## config.mk

```make
export PLATFORM = sky130hd
export DESIGN_NAME = exu_top
export DESIGN_NICKNAME = d
export VERILOG_FILES = /design/src/design/exu_pkg.sv /design/src/design/exu_cmd_queue.sv /design/src/design/exu_ialu.sv /design/src/design/exu_retire.sv /design/src/design/exu_top.sv
export SDC_FILE = /design/constraint.sdc
export NUM_CORES = 1
export LEC_CHECK = 0
export BUFFER_PORTS_ARGS = -buffer_cell sky130_fd_sc_hd__buf_2
export CAP_MARGIN = 15
export CORE_MARGIN = 1
export CORE_UTILIZATION = 60
export DETAILED_ROUTE_END_ITERATION = 10
export HOLD_SLACK_MARGIN = 0.15
export PLACE_DENSITY_LB_ADDON = 0.15
export SLEW_MARGIN = 20
export SYNTH_ARGS = -nofsm -noshare
export SYNTH_HDL_FRONTEND = slang
export SYNTH_HIERARCHICAL = 1
export SYNTH_SLANG_ARGS = --single-unit
```

## constraint.sdc

```tcl
create_clock -name clk -period 9 [get_ports clk]
set_clock_uncertainty 0.1 [all_clocks]
set_input_delay 0.9 -clock clk [delete_from_list [all_inputs] [get_ports clk]]
set_output_delay 0.9 -clock clk [all_outputs]
set_load 0.01 [all_outputs]
```

## src/design/exu_pkg.sv

```systemverilog
// Shared widths, encodings and bundles of the execution stage
// RV32I integer subset only; no loads, stores, CSRs or compressed forms
`default_nettype none

package exu_pkg;

    // -------------------------------------------------------------------------
    // Widths and vectors
    // -------------------------------------------------------------------------
    localparam int unsigned xlen          = 32;
    localparam int unsigned rf_addr_width = 5;
    localparam int unsigned shamt_width   = $clog2(xlen);    // Shift amount bits

    localparam logic [xlen-1:0] rst_vector  = 32'h0000_0200; // PC after reset exit
    localparam logic [xlen-1:0] trap_vector = 32'h0000_0100; // Common trap entry
    localparam logic [xlen-1:0] jump_mask   = 32'hffff_fffe; // Clears target bit 0

    // -------------------------------------------------------------------------
    // Encodings
    // -------------------------------------------------------------------------
    // Compares get their own codes, so five bits are needed
    typedef enum logic [4:0] {
        ialu_cmd_none,
        ialu_cmd_add,
        ialu_cmd_sub,
        ialu_cmd_and,
        ialu_cmd_or,
        ialu_cmd_xor,
        ialu_cmd_sll,
        ialu_cmd_srl,
        ialu_cmd_sra,
        ialu_cmd_slt,
        ialu_cmd_sltu,
        ialu_cmd_eq,        // Branch compares from here on
        ialu_cmd_ne,
        ialu_cmd_lt,
        ialu_cmd_ge,
        ialu_cmd_ltu,
        ialu_cmd_geu
    } ialu_cmd_e;

    typedef enum logic {ialu_op_reg_reg, ialu_op_reg_imm} ialu_op_e;
    typedef enum logic {sum2_op_pc_imm, sum2_op_reg_imm} sum2_op_e;   // Target adder base

    typedef enum logic [2:0] {
        rd_wb_none,
        rd_wb_ialu,
        rd_wb_sum2,
        rd_wb_imm,
        rd_wb_inc_pc        // Link address
    } rd_wb_sel_e;

    typedef enum logic [3:0] {
        exc_code_instr_misalign = 4'd0,
        exc_code_illegal_instr  = 4'd2,
        exc_code_breakpoint     = 4'd3,
        exc_code_ecall_m        = 4'd11
    } exc_code_e;

    // -------------------------------------------------------------------------
    // Bundles
    // -------------------------------------------------------------------------
    typedef struct packed {
        ialu_cmd_e                ialu_cmd;
        ialu_op_e                 ialu_op;
        sum2_op_e                 sum2_op;
        rd_wb_sel_e               rd_wb_sel;
        logic                     jump_req;
        logic                     branch_req;
        logic                     wfi_req;
        logic                     exc_req;    // Exception found by the decoder
        exc_code_e                exc_code;
        logic [rf_addr_width-1:0] rs1_addr;
        logic [rf_addr_width-1:0] rs2_addr;
        logic [rf_addr_width-1:0] rd_addr;
        logic [xlen-1:0]          imm;
    } exu_cmd_t;

    typedef struct packed {
        logic [xlen-1:0] res;
        logic [xlen-1:0] sum2;
        logic            cmp;
    } ialu_res_t;

    typedef struct packed {
        logic                     req;
        logic [rf_addr_width-1:0] addr;
        logic [xlen-1:0]          data;
    } rf_wr_t;

    typedef struct packed {
        logic            req;
        logic [xlen-1:0] pc;
    } pc_redirect_t;

    typedef struct packed {
        logic            req;
        exc_code_e       code;
        logic [xlen-1:0] val;
    } exc_info_t;

endpackage

`default_nettype wire

```

## src/design/exu_cmd_queue.sv

```systemverilog
// One-entry command queue between the decoder and the execution stage
// The decoder must hold idu_cmd while idu_req is high and exu_rdy is low
// A flush drops the command taken at the same edge
`timescale 1ns/1ps
`default_nettype none

module exu_cmd_queue import exu_pkg::*; (
    input  logic     clk,
    input  logic     rst_n,

    input  logic     idu_req,       // Decoder has a command
    input  exu_cmd_t idu_cmd,
    input  logic     barrier,       // Retirement side is halted
    input  logic     flush,         // PC redirect in this cycle
    output logic     exu_rdy,

    output logic     queue_vd,
    output exu_cmd_t queue_cmd
);

    logic load;

    // -------------------------------------------------------------------------
    // Handshake
    // -------------------------------------------------------------------------
    // Every command finishes in one cycle, only a halt stalls the decoder
    assign exu_rdy = ~barrier;
    assign load    = idu_req & exu_rdy;

    // -------------------------------------------------------------------------
    // Valid flag and payload
    // -------------------------------------------------------------------------
    always_ff @(posedge clk or negedge rst_n) begin
        if (!rst_n) begin
            queue_vd <= 1'b0;
        end else if (barrier) begin
            queue_vd <= 1'b0;                   // Nothing enters while halted
        end else begin
            queue_vd <= idu_req & ~flush;       // Wrong-path command is dropped
        end
    end

    always_ff @(posedge clk) begin
        if (load) begin
            queue_cmd <= idu_cmd;
        end
    end

    // -------------------------------------------------------------------------
    // Checks
    // -------------------------------------------------------------------------
    // Decoder side of the handshake, a stalled command must not change
    a_cmd_held : assert property (
        @(posedge clk) disable iff (!rst_n)
        (idu_req && !exu_rdy) |=> $stable(idu_cmd)
    ) else $error("exu_cmd_queue: idu_cmd changed while stalled");

endmodule

`default_nettype wire

```

## src/design/exu_ialu.sv

```systemverilog
// Integer ALU of the execution stage, fully combinational
// Shifts use the low shamt_width bits of the second operand
// The target adder result is raw, alignment is done at retirement
`timescale 1ns/1ps
`default_nettype none

module exu_ialu import exu_pkg::*; (
    input  exu_cmd_t        queue_cmd,
    input  logic [xlen-1:0] rs1_data,
    input  logic [xlen-1:0] rs2_data,
    input  logic [xlen-1:0] curr_pc,
    output ialu_res_t       ialu_res
);

    logic [xlen-1:0]        op2;
    logic [xlen:0]          diff;           // Top bit is the borrow
    logic [shamt_width-1:0] shamt;
    logic                   flag_eq;
    logic                   flag_lt;
    logic                   flag_ltu;
    logic [xlen-1:0]        alu_res;
    logic                   alu_cmp;
    logic [xlen-1:0]        sum2_base;
    logic [xlen-1:0]        sum2_res;

    // -------------------------------------------------------------------------
    // Operand select and flags
    // -------------------------------------------------------------------------
    assign op2   = (queue_cmd.ialu_op == ialu_op_reg_imm) ? queue_cmd.imm : rs2_data;
    assign shamt = op2[shamt_width-1:0];

    // One subtractor serves sub, slt and all branch compares
    assign diff     = {1'b0, rs1_data} - {1'b0, op2};
    assign flag_eq  = (rs1_data == op2);
    assign flag_ltu = diff[xlen];
    assign flag_lt  = (rs1_data[xlen-1] ^ op2[xlen-1]) ? rs1_data[xlen-1]
                                                       : diff[xlen-1];

    // -------------------------------------------------------------------------
    // Main result
    // -------------------------------------------------------------------------
    always_comb begin
        case (queue_cmd.ialu_cmd)
            ialu_cmd_add:  alu_res = rs1_data + op2;
            ialu_cmd_sub:  alu_res = diff[xlen-1:0];
            ialu_cmd_and:  alu_res = rs1_data & op2;
            ialu_cmd_or:   alu_res = rs1_data | op2;
            ialu_cmd_xor:  alu_res = rs1_data ^ op2;
            ialu_cmd_sll:  alu_res = rs1_data << shamt;
            ialu_cmd_srl:  alu_res = rs1_data >> shamt;
            ialu_cmd_sra:  alu_res = $signed(rs1_data) >>> shamt;  // Sign fill
            ialu_cmd_slt:  alu_res = {{(xlen-1){1'b0}}, flag_lt};
            ialu_cmd_sltu: alu_res = {{(xlen-1){1'b0}}, flag_ltu};
            default:       alu_res = '0;        // None and compares
        endcase
    end

    // -------------------------------------------------------------------------
    // Branch compare
    // -------------------------------------------------------------------------
    always_comb begin
        case (queue_cmd.ialu_cmd)
            ialu_cmd_eq:  alu_cmp = flag_eq;
            ialu_cmd_ne:  alu_cmp = ~flag_eq;
            ialu_cmd_lt:  alu_cmp = flag_lt;
            ialu_cmd_ge:  alu_cmp = ~flag_lt;
            ialu_cmd_ltu: alu_cmp = flag_ltu;
            ialu_cmd_geu: alu_cmp = ~flag_ltu;
            default:      alu_cmp = 1'b0;
        endcase
    end

    // -------------------------------------------------------------------------
    // Target adder
    // -------------------------------------------------------------------------
    // pc + imm for jal, branches and auipc; rs1 + imm for jalr
    assign sum2_base = (queue_cmd.sum2_op == sum2_op_reg_imm) ? rs1_data : curr_pc;
    assign sum2_res  = sum2_base + queue_cmd.imm;

    assign ialu_res = '{res: alu_res, sum2: sum2_res, cmp: alu_cmp};

endmodule

`default_nettype wire

```

## src/design/exu_retire.sv

```systemverilog
// Retirement side: exceptions, write-back, PC, reset exit and WFI
// Every valid command retires in its first cycle unless the stage is halted
// Exceptions redirect to trap_vector; there is no CSR state behind them
// A WFI retired while wake is high does not halt
`timescale 1ns/1ps
`default_nettype none

module exu_retire import exu_pkg::*; (
    input  logic            clk,
    input  logic            rst_n,

    input  logic            queue_vd,
    input  exu_cmd_t        queue_cmd,
    input  ialu_res_t       ialu_res,
    input  logic            wake,           // Level, ends a WFI halt

    output logic            barrier,
    output pc_redirect_t    redirect,
    output rf_wr_t          rf_wr,
    output exc_info_t       exc,
    output logic [xlen-1:0] curr_pc,
    output logic            instret
);

    logic            retire;
    logic            jb_taken;
    logic [xlen-1:0] jb_target;
    logic            jb_misalign;
    logic            exc_req;
    logic [xlen-1:0] inc_pc;
    logic [2:0]      init_pc_v;
    logic            init_pc;
    logic            wfi_halt_cond;
    logic            wfi_halted;
    logic            wfi_run_start;

    // A command that slipped in as the halt began is dropped and refetched
    assign retire  = queue_vd & ~wfi_halted;
    assign instret = retire;
    assign barrier = wfi_halted;
    assign inc_pc  = curr_pc + xlen'(4);

    // -------------------------------------------------------------------------
    // Jumps, branches and exceptions
    // -------------------------------------------------------------------------
    assign jb_taken    = retire & (queue_cmd.jump_req | (queue_cmd.branch_req & ialu_res.cmp));
    assign jb_target   = ialu_res.sum2 & jump_mask;
    assign jb_misalign = jb_taken & jb_target[1];
    assign exc_req     = retire & (queue_cmd.exc_req | jb_misalign);

    always_comb begin
        exc.req = exc_req;
        if (queue_cmd.exc_req) begin
            exc.code = queue_cmd.exc_code;          // Decoded cause wins
            exc.val  = '0;
        end else begin
            exc.code = exc_code_instr_misalign;
            exc.val  = jb_misalign ? jb_target : '0;
        end
    end

    // -------------------------------------------------------------------------
    // Write-back
    // -------------------------------------------------------------------------
    always_comb begin
        rf_wr.req  = retire & ~exc_req
                   & (queue_cmd.rd_wb_sel != rd_wb_none)
                   & (queue_cmd.rd_addr != '0);         // x0 stays zero
        rf_wr.addr = queue_cmd.rd_addr;
        case (queue_cmd.rd_wb_sel)
            rd_wb_sum2:   rf_wr.data = ialu_res.sum2;   // auipc
            rd_wb_imm:    rf_wr.data = queue_cmd.imm;   // lui
            rd_wb_inc_pc: rf_wr.data = inc_pc;
            default:      rf_wr.data = ialu_res.res;
        endcase
    end

    // -------------------------------------------------------------------------
    // PC and redirect
    // -------------------------------------------------------------------------
    always_comb begin
        redirect.req = init_pc | exc_req | wfi_run_start | jb_taken;
        if (init_pc) begin
            redirect.pc = rst_vector;
        end else if (exc_req) begin
            redirect.pc = trap_vector;
        end else if (wfi_run_start) begin
            redirect.pc = curr_pc;              // Resume after the WFI
        end else begin
            redirect.pc = jb_target;
        end
    end

    always_ff @(posedge clk or negedge rst_n) begin
        if (!rst_n) begin
            curr_pc <= rst_vector;
        end else if (redirect.req) begin
            curr_pc <= redirect.pc;
        end else if (retire) begin
            curr_pc <= inc_pc;
        end
    end

    // Shift counter, init_pc is high in the third cycle out of reset
    always_ff @(posedge clk or negedge rst_n) begin
        if (!rst_n) begin
            init_pc_v <= '0;
        end else if (!init_pc_v[2]) begin
            init_pc_v <= {init_pc_v[1:0], 1'b1};
        end
    end

    assign init_pc = init_pc_v[1] & ~init_pc_v[2];

    // -------------------------------------------------------------------------
    // WFI
    // -------------------------------------------------------------------------
    assign wfi_halt_cond = retire & queue_cmd.wfi_req & ~exc_req & ~wake;

    always_ff @(posedge clk or negedge rst_n) begin
        if (!rst_n) begin
            wfi_halted    <= 1'b0;
            wfi_run_start <= 1'b0;
        end else begin
            wfi_run_start <= wfi_halted & wake;     // Exit redirect next cycle
            if (wfi_halt_cond) begin
                wfi_halted <= 1'b1;
            end else if (wake) begin
                wfi_halted <= 1'b0;
            end
        end
    end

    // -------------------------------------------------------------------------
    // Checks
    // -------------------------------------------------------------------------
    a_jump_branch_excl : assert property (
        @(posedge clk) disable iff (!rst_n)
        queue_vd |-> !(queue_cmd.jump_req && queue_cmd.branch_req)
    ) else $error("exu_retire: jump and branch in one command");

    // The command taken along with a redirect is wrong-path and must not retire
    a_redirect_flush : assert property (
        @(posedge clk) disable iff (!rst_n)
        redirect.req |=> !queue_vd
    ) else $error("exu_retire: command kept after redirect");

endmodule

`default_nettype wire

```

## src/design/exu_top.sv

```systemverilog
// Execution stage of a small RV32I pipeline
// Register file reads are combinational and must return in the same cycle
// One command is in flight, rf_wr/redirect/exc are valid while instret is high
`timescale 1ns/1ps
`default_nettype none

module exu_top import exu_pkg::*; (
    input  logic                     clk,
    input  logic                     rst_n,

    // Decoder
    input  logic                     idu_req,
    input  exu_cmd_t                 idu_cmd,
    output logic                     exu_rdy,

    // Register file
    output logic [rf_addr_width-1:0] rs1_addr,
    output logic [rf_addr_width-1:0] rs2_addr,
    input  logic [xlen-1:0]          rs1_data,
    input  logic [xlen-1:0]          rs2_data,
    output rf_wr_t                   rf_wr,

    // Control and status
    output pc_redirect_t             redirect,
    output exc_info_t                exc,
    output logic [xlen-1:0]          curr_pc,
    output logic                     instret,
    input  logic                     wake
);

    logic      queue_vd;
    exu_cmd_t  queue_cmd;
    ialu_res_t ialu_res;
    logic      barrier;

    assign rs1_addr = queue_cmd.rs1_addr;
    assign rs2_addr = queue_cmd.rs2_addr;

    exu_cmd_queue exu_cmd_queue_i (
        .clk       (clk),
        .rst_n     (rst_n),
        .idu_req   (idu_req),
        .idu_cmd   (idu_cmd),
        .barrier   (barrier),
        .flush     (redirect.req),
        .exu_rdy   (exu_rdy),
        .queue_vd  (queue_vd),
        .queue_cmd (queue_cmd)
    );

    exu_ialu exu_ialu_i (
        .queue_cmd (queue_cmd),
        .rs1_data  (rs1_data),
        .rs2_data  (rs2_data),
        .curr_pc   (curr_pc),
        .ialu_res  (ialu_res)
    );

    exu_retire exu_retire_i (
        .clk       (clk),
        .rst_n     (rst_n),
        .queue_vd  (queue_vd),
        .queue_cmd (queue_cmd),
        .ialu_res  (ialu_res),
        .wake      (wake),
        .barrier   (barrier),
        .redirect  (redirect),
        .rf_wr     (rf_wr),
        .exc       (exc),
        .curr_pc   (curr_pc),
        .instret   (instret)
    );

endmodule

`default_nettype wire

```

==> reports/results.ini <==
[sta]
maxSlewHeadroom = 0.145
clock.fmax_mhz = 119
fin_crit_sh = 0.933
fin_crit_ps = 8400
final_max_slew_viol_count = 0
worst-slew-pin-transition_ps = 1250
tns_ps = 0
setup_violations = 0
finalHoldViolCount = 0
grt_setup_unrepaired = no

[routing]
route.detailed.drc = 0
firstDrtPassIters = 7
vias = 20700
viasPerCell = 7.26
first_iter_violations = 3175
avgRoutedWirePerCell_um = 26.9
ant_nets = 0
routed_wl_um = 76800

[layout]
instances_no_fill = 2852
fillers = 2527
final_util = 0.672
diodes = 0
design_area_um2 = 19300
drive_gt1_frac = 0.179
fin_nets = 2736
syn2layout_area_growth_pct = 9.69

[global_route]
grt_max_degree = 72
grtUsageTotal = 0.496
antenna_found_initial = 1
grt_pass1_vias = 19300
grt_pass1_wl_um = 115000
overflow = 0

[worst_setup_path]
slowest_delay_ps = 870
critPathArrivalTime_ps = 7400
crit_top_cell = inv_1
path_cells = mux2i_1 -> inv_1 -> ha_1 -> inv_1 -> a21oi_1 -> o31a_1 -> o211ai_1 -> a2111oi_2 -> nor3_1 -> o2111ai_1 -> nand2_1 -> a221oi_1 -> fa_1 -> nand4_1 -> o21ai_0 -> o21ai_0 -> o211ai_1 -> a21o_1 -> a211o_1 -> buf_4 -> nor2_2 -> inv_1 -> buf_2
crit_required_ps = 8000
cp_max_fo = 39
endpoint_kind = primary output
critPathKind = flip-flop to primary output
startpoint_type = flip-flop
path_delay_family = compound AO/OA/AOI/OAI gates
worst-path-buf-inv = 5
slowest_stage = edfxtp_1

[yosys]
synth-seq-area-share = 0.165
syn_area_per_cell_um2 = 7.62
yosys_warnings = 6
synth_cell_types = 98
synth_ff_type = edfxtp_1
syn-cell-area_um2 = 17600
async_reset_ff_frac = 0.369
synth-edff-count = 65
synth_seq_cells = 103
syn_nets = 2587
syn_inst = 2314

[place]
place_area_um2 = 19000
dp_hpwl_um = 59300
portBuffers = 283
dp_cells = 2836
finalWeightedCongestion = 1.07

[cts]
cts_max_level = 3
cts_resized = 0
numCtsBuffers = 9
clock-sinks = 103
holdBufCountCts = 0
clkTransAtPathRegs_ps = 80
cts_setup_buffers = 0
clock_latency_ps = 370
cts.path.max_buffers = 2
cts_tree = done
root_buffer = clkbuf_16

[worst_hold_path]
hp-class = flip-flop to flip-flop

[power]
power.density_nw_per_um2 = 187
max-vdd-ir-drop_mv = 0.208
power_leakage_nw = 8.59

[floorplan]
core_um2 = 28800
die-area_um2 = 30100
ios = 285
start_util = 0.613
die_h_um = 173
die_w_um = 173
rows = 62

[run_status]
status = finished, final reports clean

[run]
cap_violations = 0

## final timing paths
kind | from | endpoint | slack [ps] | depth (start not counted)
max | exu_cmd_queue_i/queue_cmd[59]$_DFFE_PP_ | redirect[32] | 600 | 23
min reg2reg | exu_retire_i/init_pc_v[0]$_DFFE_PN0N_ | exu_retire_i/init_pc_v[0]$_DFFE_PN0N_ | 380 | 1
min in group asynchronous | rst_n | exu_retire_i/curr_pc[30]$_DFFE_PN0P_ | 570 | 1
max in group asynchronous | rst_n | exu_retire_i/wfi_run_start$_DFF_PN0_ | 7560 | 1
max reg2reg | exu_cmd_queue_i/queue_cmd[59]$_DFFE_PP_ | exu_retire_i/curr_pc[28]$_DFFE_PN0P_ | 1260 | 25
min | exu_retire_i/init_pc_v[0]$_DFFE_PN0N_ | exu_retire_i/init_pc_v[0]$_DFFE_PN0N_ | 380 | 1
## cell usage after synthesis, drive strengths merged (18+ instances only)
cell type | instances | area share
edfxtp | 65 | 0.11
xor2 | 20 | 0.0099
nand2 | 172 | 0.037
mux2 | 38 | 0.024
nand3 | 43 | 0.012
a21oi | 157 | 0.045
nor2b | 23 | 0.0082
inv | 117 | 0.025
a221oi | 25 | 0.012
clkbuf | 108 | 0.023
o221ai | 33 | 0.016
o21a | 20 | 0.0085
buf | 70 | 0.023
a211oi | 20 | 0.0085
and3 | 19 | 0.0067
a22oi | 23 | 0.0098
a31oi | 29 | 0.010
o211ai | 29 | 0.012
o21bai | 18 | 0.0077
ha | 136 | 0.096
o21ai | 138 | 0.039
dfrtp | 37 | 0.053
or3 | 19 | 0.0067
nand2b | 19 | 0.0067
nand4 | 25 | 0.010
and2 | 47 | 0.017
mux4 | 29 | 0.037
a21o | 37 | 0.016
o22ai | 71 | 0.025
nor3 | 43 | 0.012
a211o | 21 | 0.010
nor2 | 305 | 0.065
mux2i | 148 | 0.086
xnor2 | 46 | 0.023
## flip-flops by register name, indices dropped and copies added, names as in the netlist
name and flops:
exu_cmd_queue_i/queue_cmd 65, exu_retire_i/barrier 1, exu_retire_i/wfi_run_start 1, exu_retire_i/curr_pc 32, exu_retire_i/init_pc_v 3, exu_cmd_queue_i/queue_vd 1
## power breakdown
group / total, W / internal [W] / switching (W)
Combinational: 0.00237 / 0.000889 / 0.00148
Sequential: 0.000819 / 0.000597 / 0.000222
Clock: 0.000424 / 0.000223 / 0.000201
## cells by family (layout without fill, tap and decap cells)
| kind of cell | after synthesis | in the layout | share of synthesized area |
|---|---|---|---|
| AND/OR/NAND/NOR | 758 | 758 | 0.202 |
| AO/OA/AOI/OAI | 735 | 735 | 0.280 |
| buffers and inverters | 296 | 450 | 0.0719 |
| multiplexers | 215 | 215 | 0.147 |
| adder cells (fa/ha/maj) | 140 | 140 | 0.101 |
| flip-flops | 103 | 103 | 0.165 |
| XOR/XNOR | 66 | 66 | 0.0328 |
| other | 1 | 1 | 0.000213 |
## metal layers
metal  global-route usage  part of all wire  up-vias  wire length (um)
met3                0.123              0.14      352             10600
met4                0.297             0.067        2              5140
met5                    0           0.00013        -                10
li1                     -                 -     8890                 -
met1                0.625              0.36     9612             27700
met2                0.765              0.43     1850             33300
## per-stage QoR
step           power [W]  setup WS [ps]  hold slack [ps]
3_3_place_gp     0.00301           1430              346
5_1_grt          0.00378            282              414
4_1_cts          0.00350            799              381
2_1_floorplan    0.00229           1800              330
3_5_place_dp     0.00306           1270              364
6_report         0.00362            599              376
## area by class of cell
cell class,count,area (um^2),share of cell area
Clock buffer,9,225,0.0116
Clock inverter,7,88.8,0.00459
Inverter,118,445,0.0230
Multi-Input combinational cell,1915,13500,0.700
Sequential cell,103,2910,0.150
Tap cell,384,480,0.0248
Timing Repair Buffer,316,1660,0.0860
## worst reg2reg max path: cells and delay by family, from the launching register on
| kind | cells | cell delay, ps |
|---|---|---|
| simple gates | 4 | 590 |
| mux | 1 | 470 |
| fa+ha+maj | 2 | 820 |
| flops | 1 | 870 |
| compound gates | 13 | 3720 |
| buf+inv | 5 | 1070 |
## placed cells by master, fill, tap and decap left out, types with 33 or more instances in the layout
cell	n
nor2_1	303
buf_2	283
nand2_1	171
a21oi_1	156
mux2i_1	143
ha_1	136
o21ai_0	133
inv_1	114
o22ai_1	71
edfxtp_1	65
xnor2_1	46
and2_1	44
nand3_1	43
nor3_1	41
mux2_2	38
a21o_1	37
dfrtp_1	36
buf_4	33
o221ai_1	33
Power figures use the tool's default switching activity.
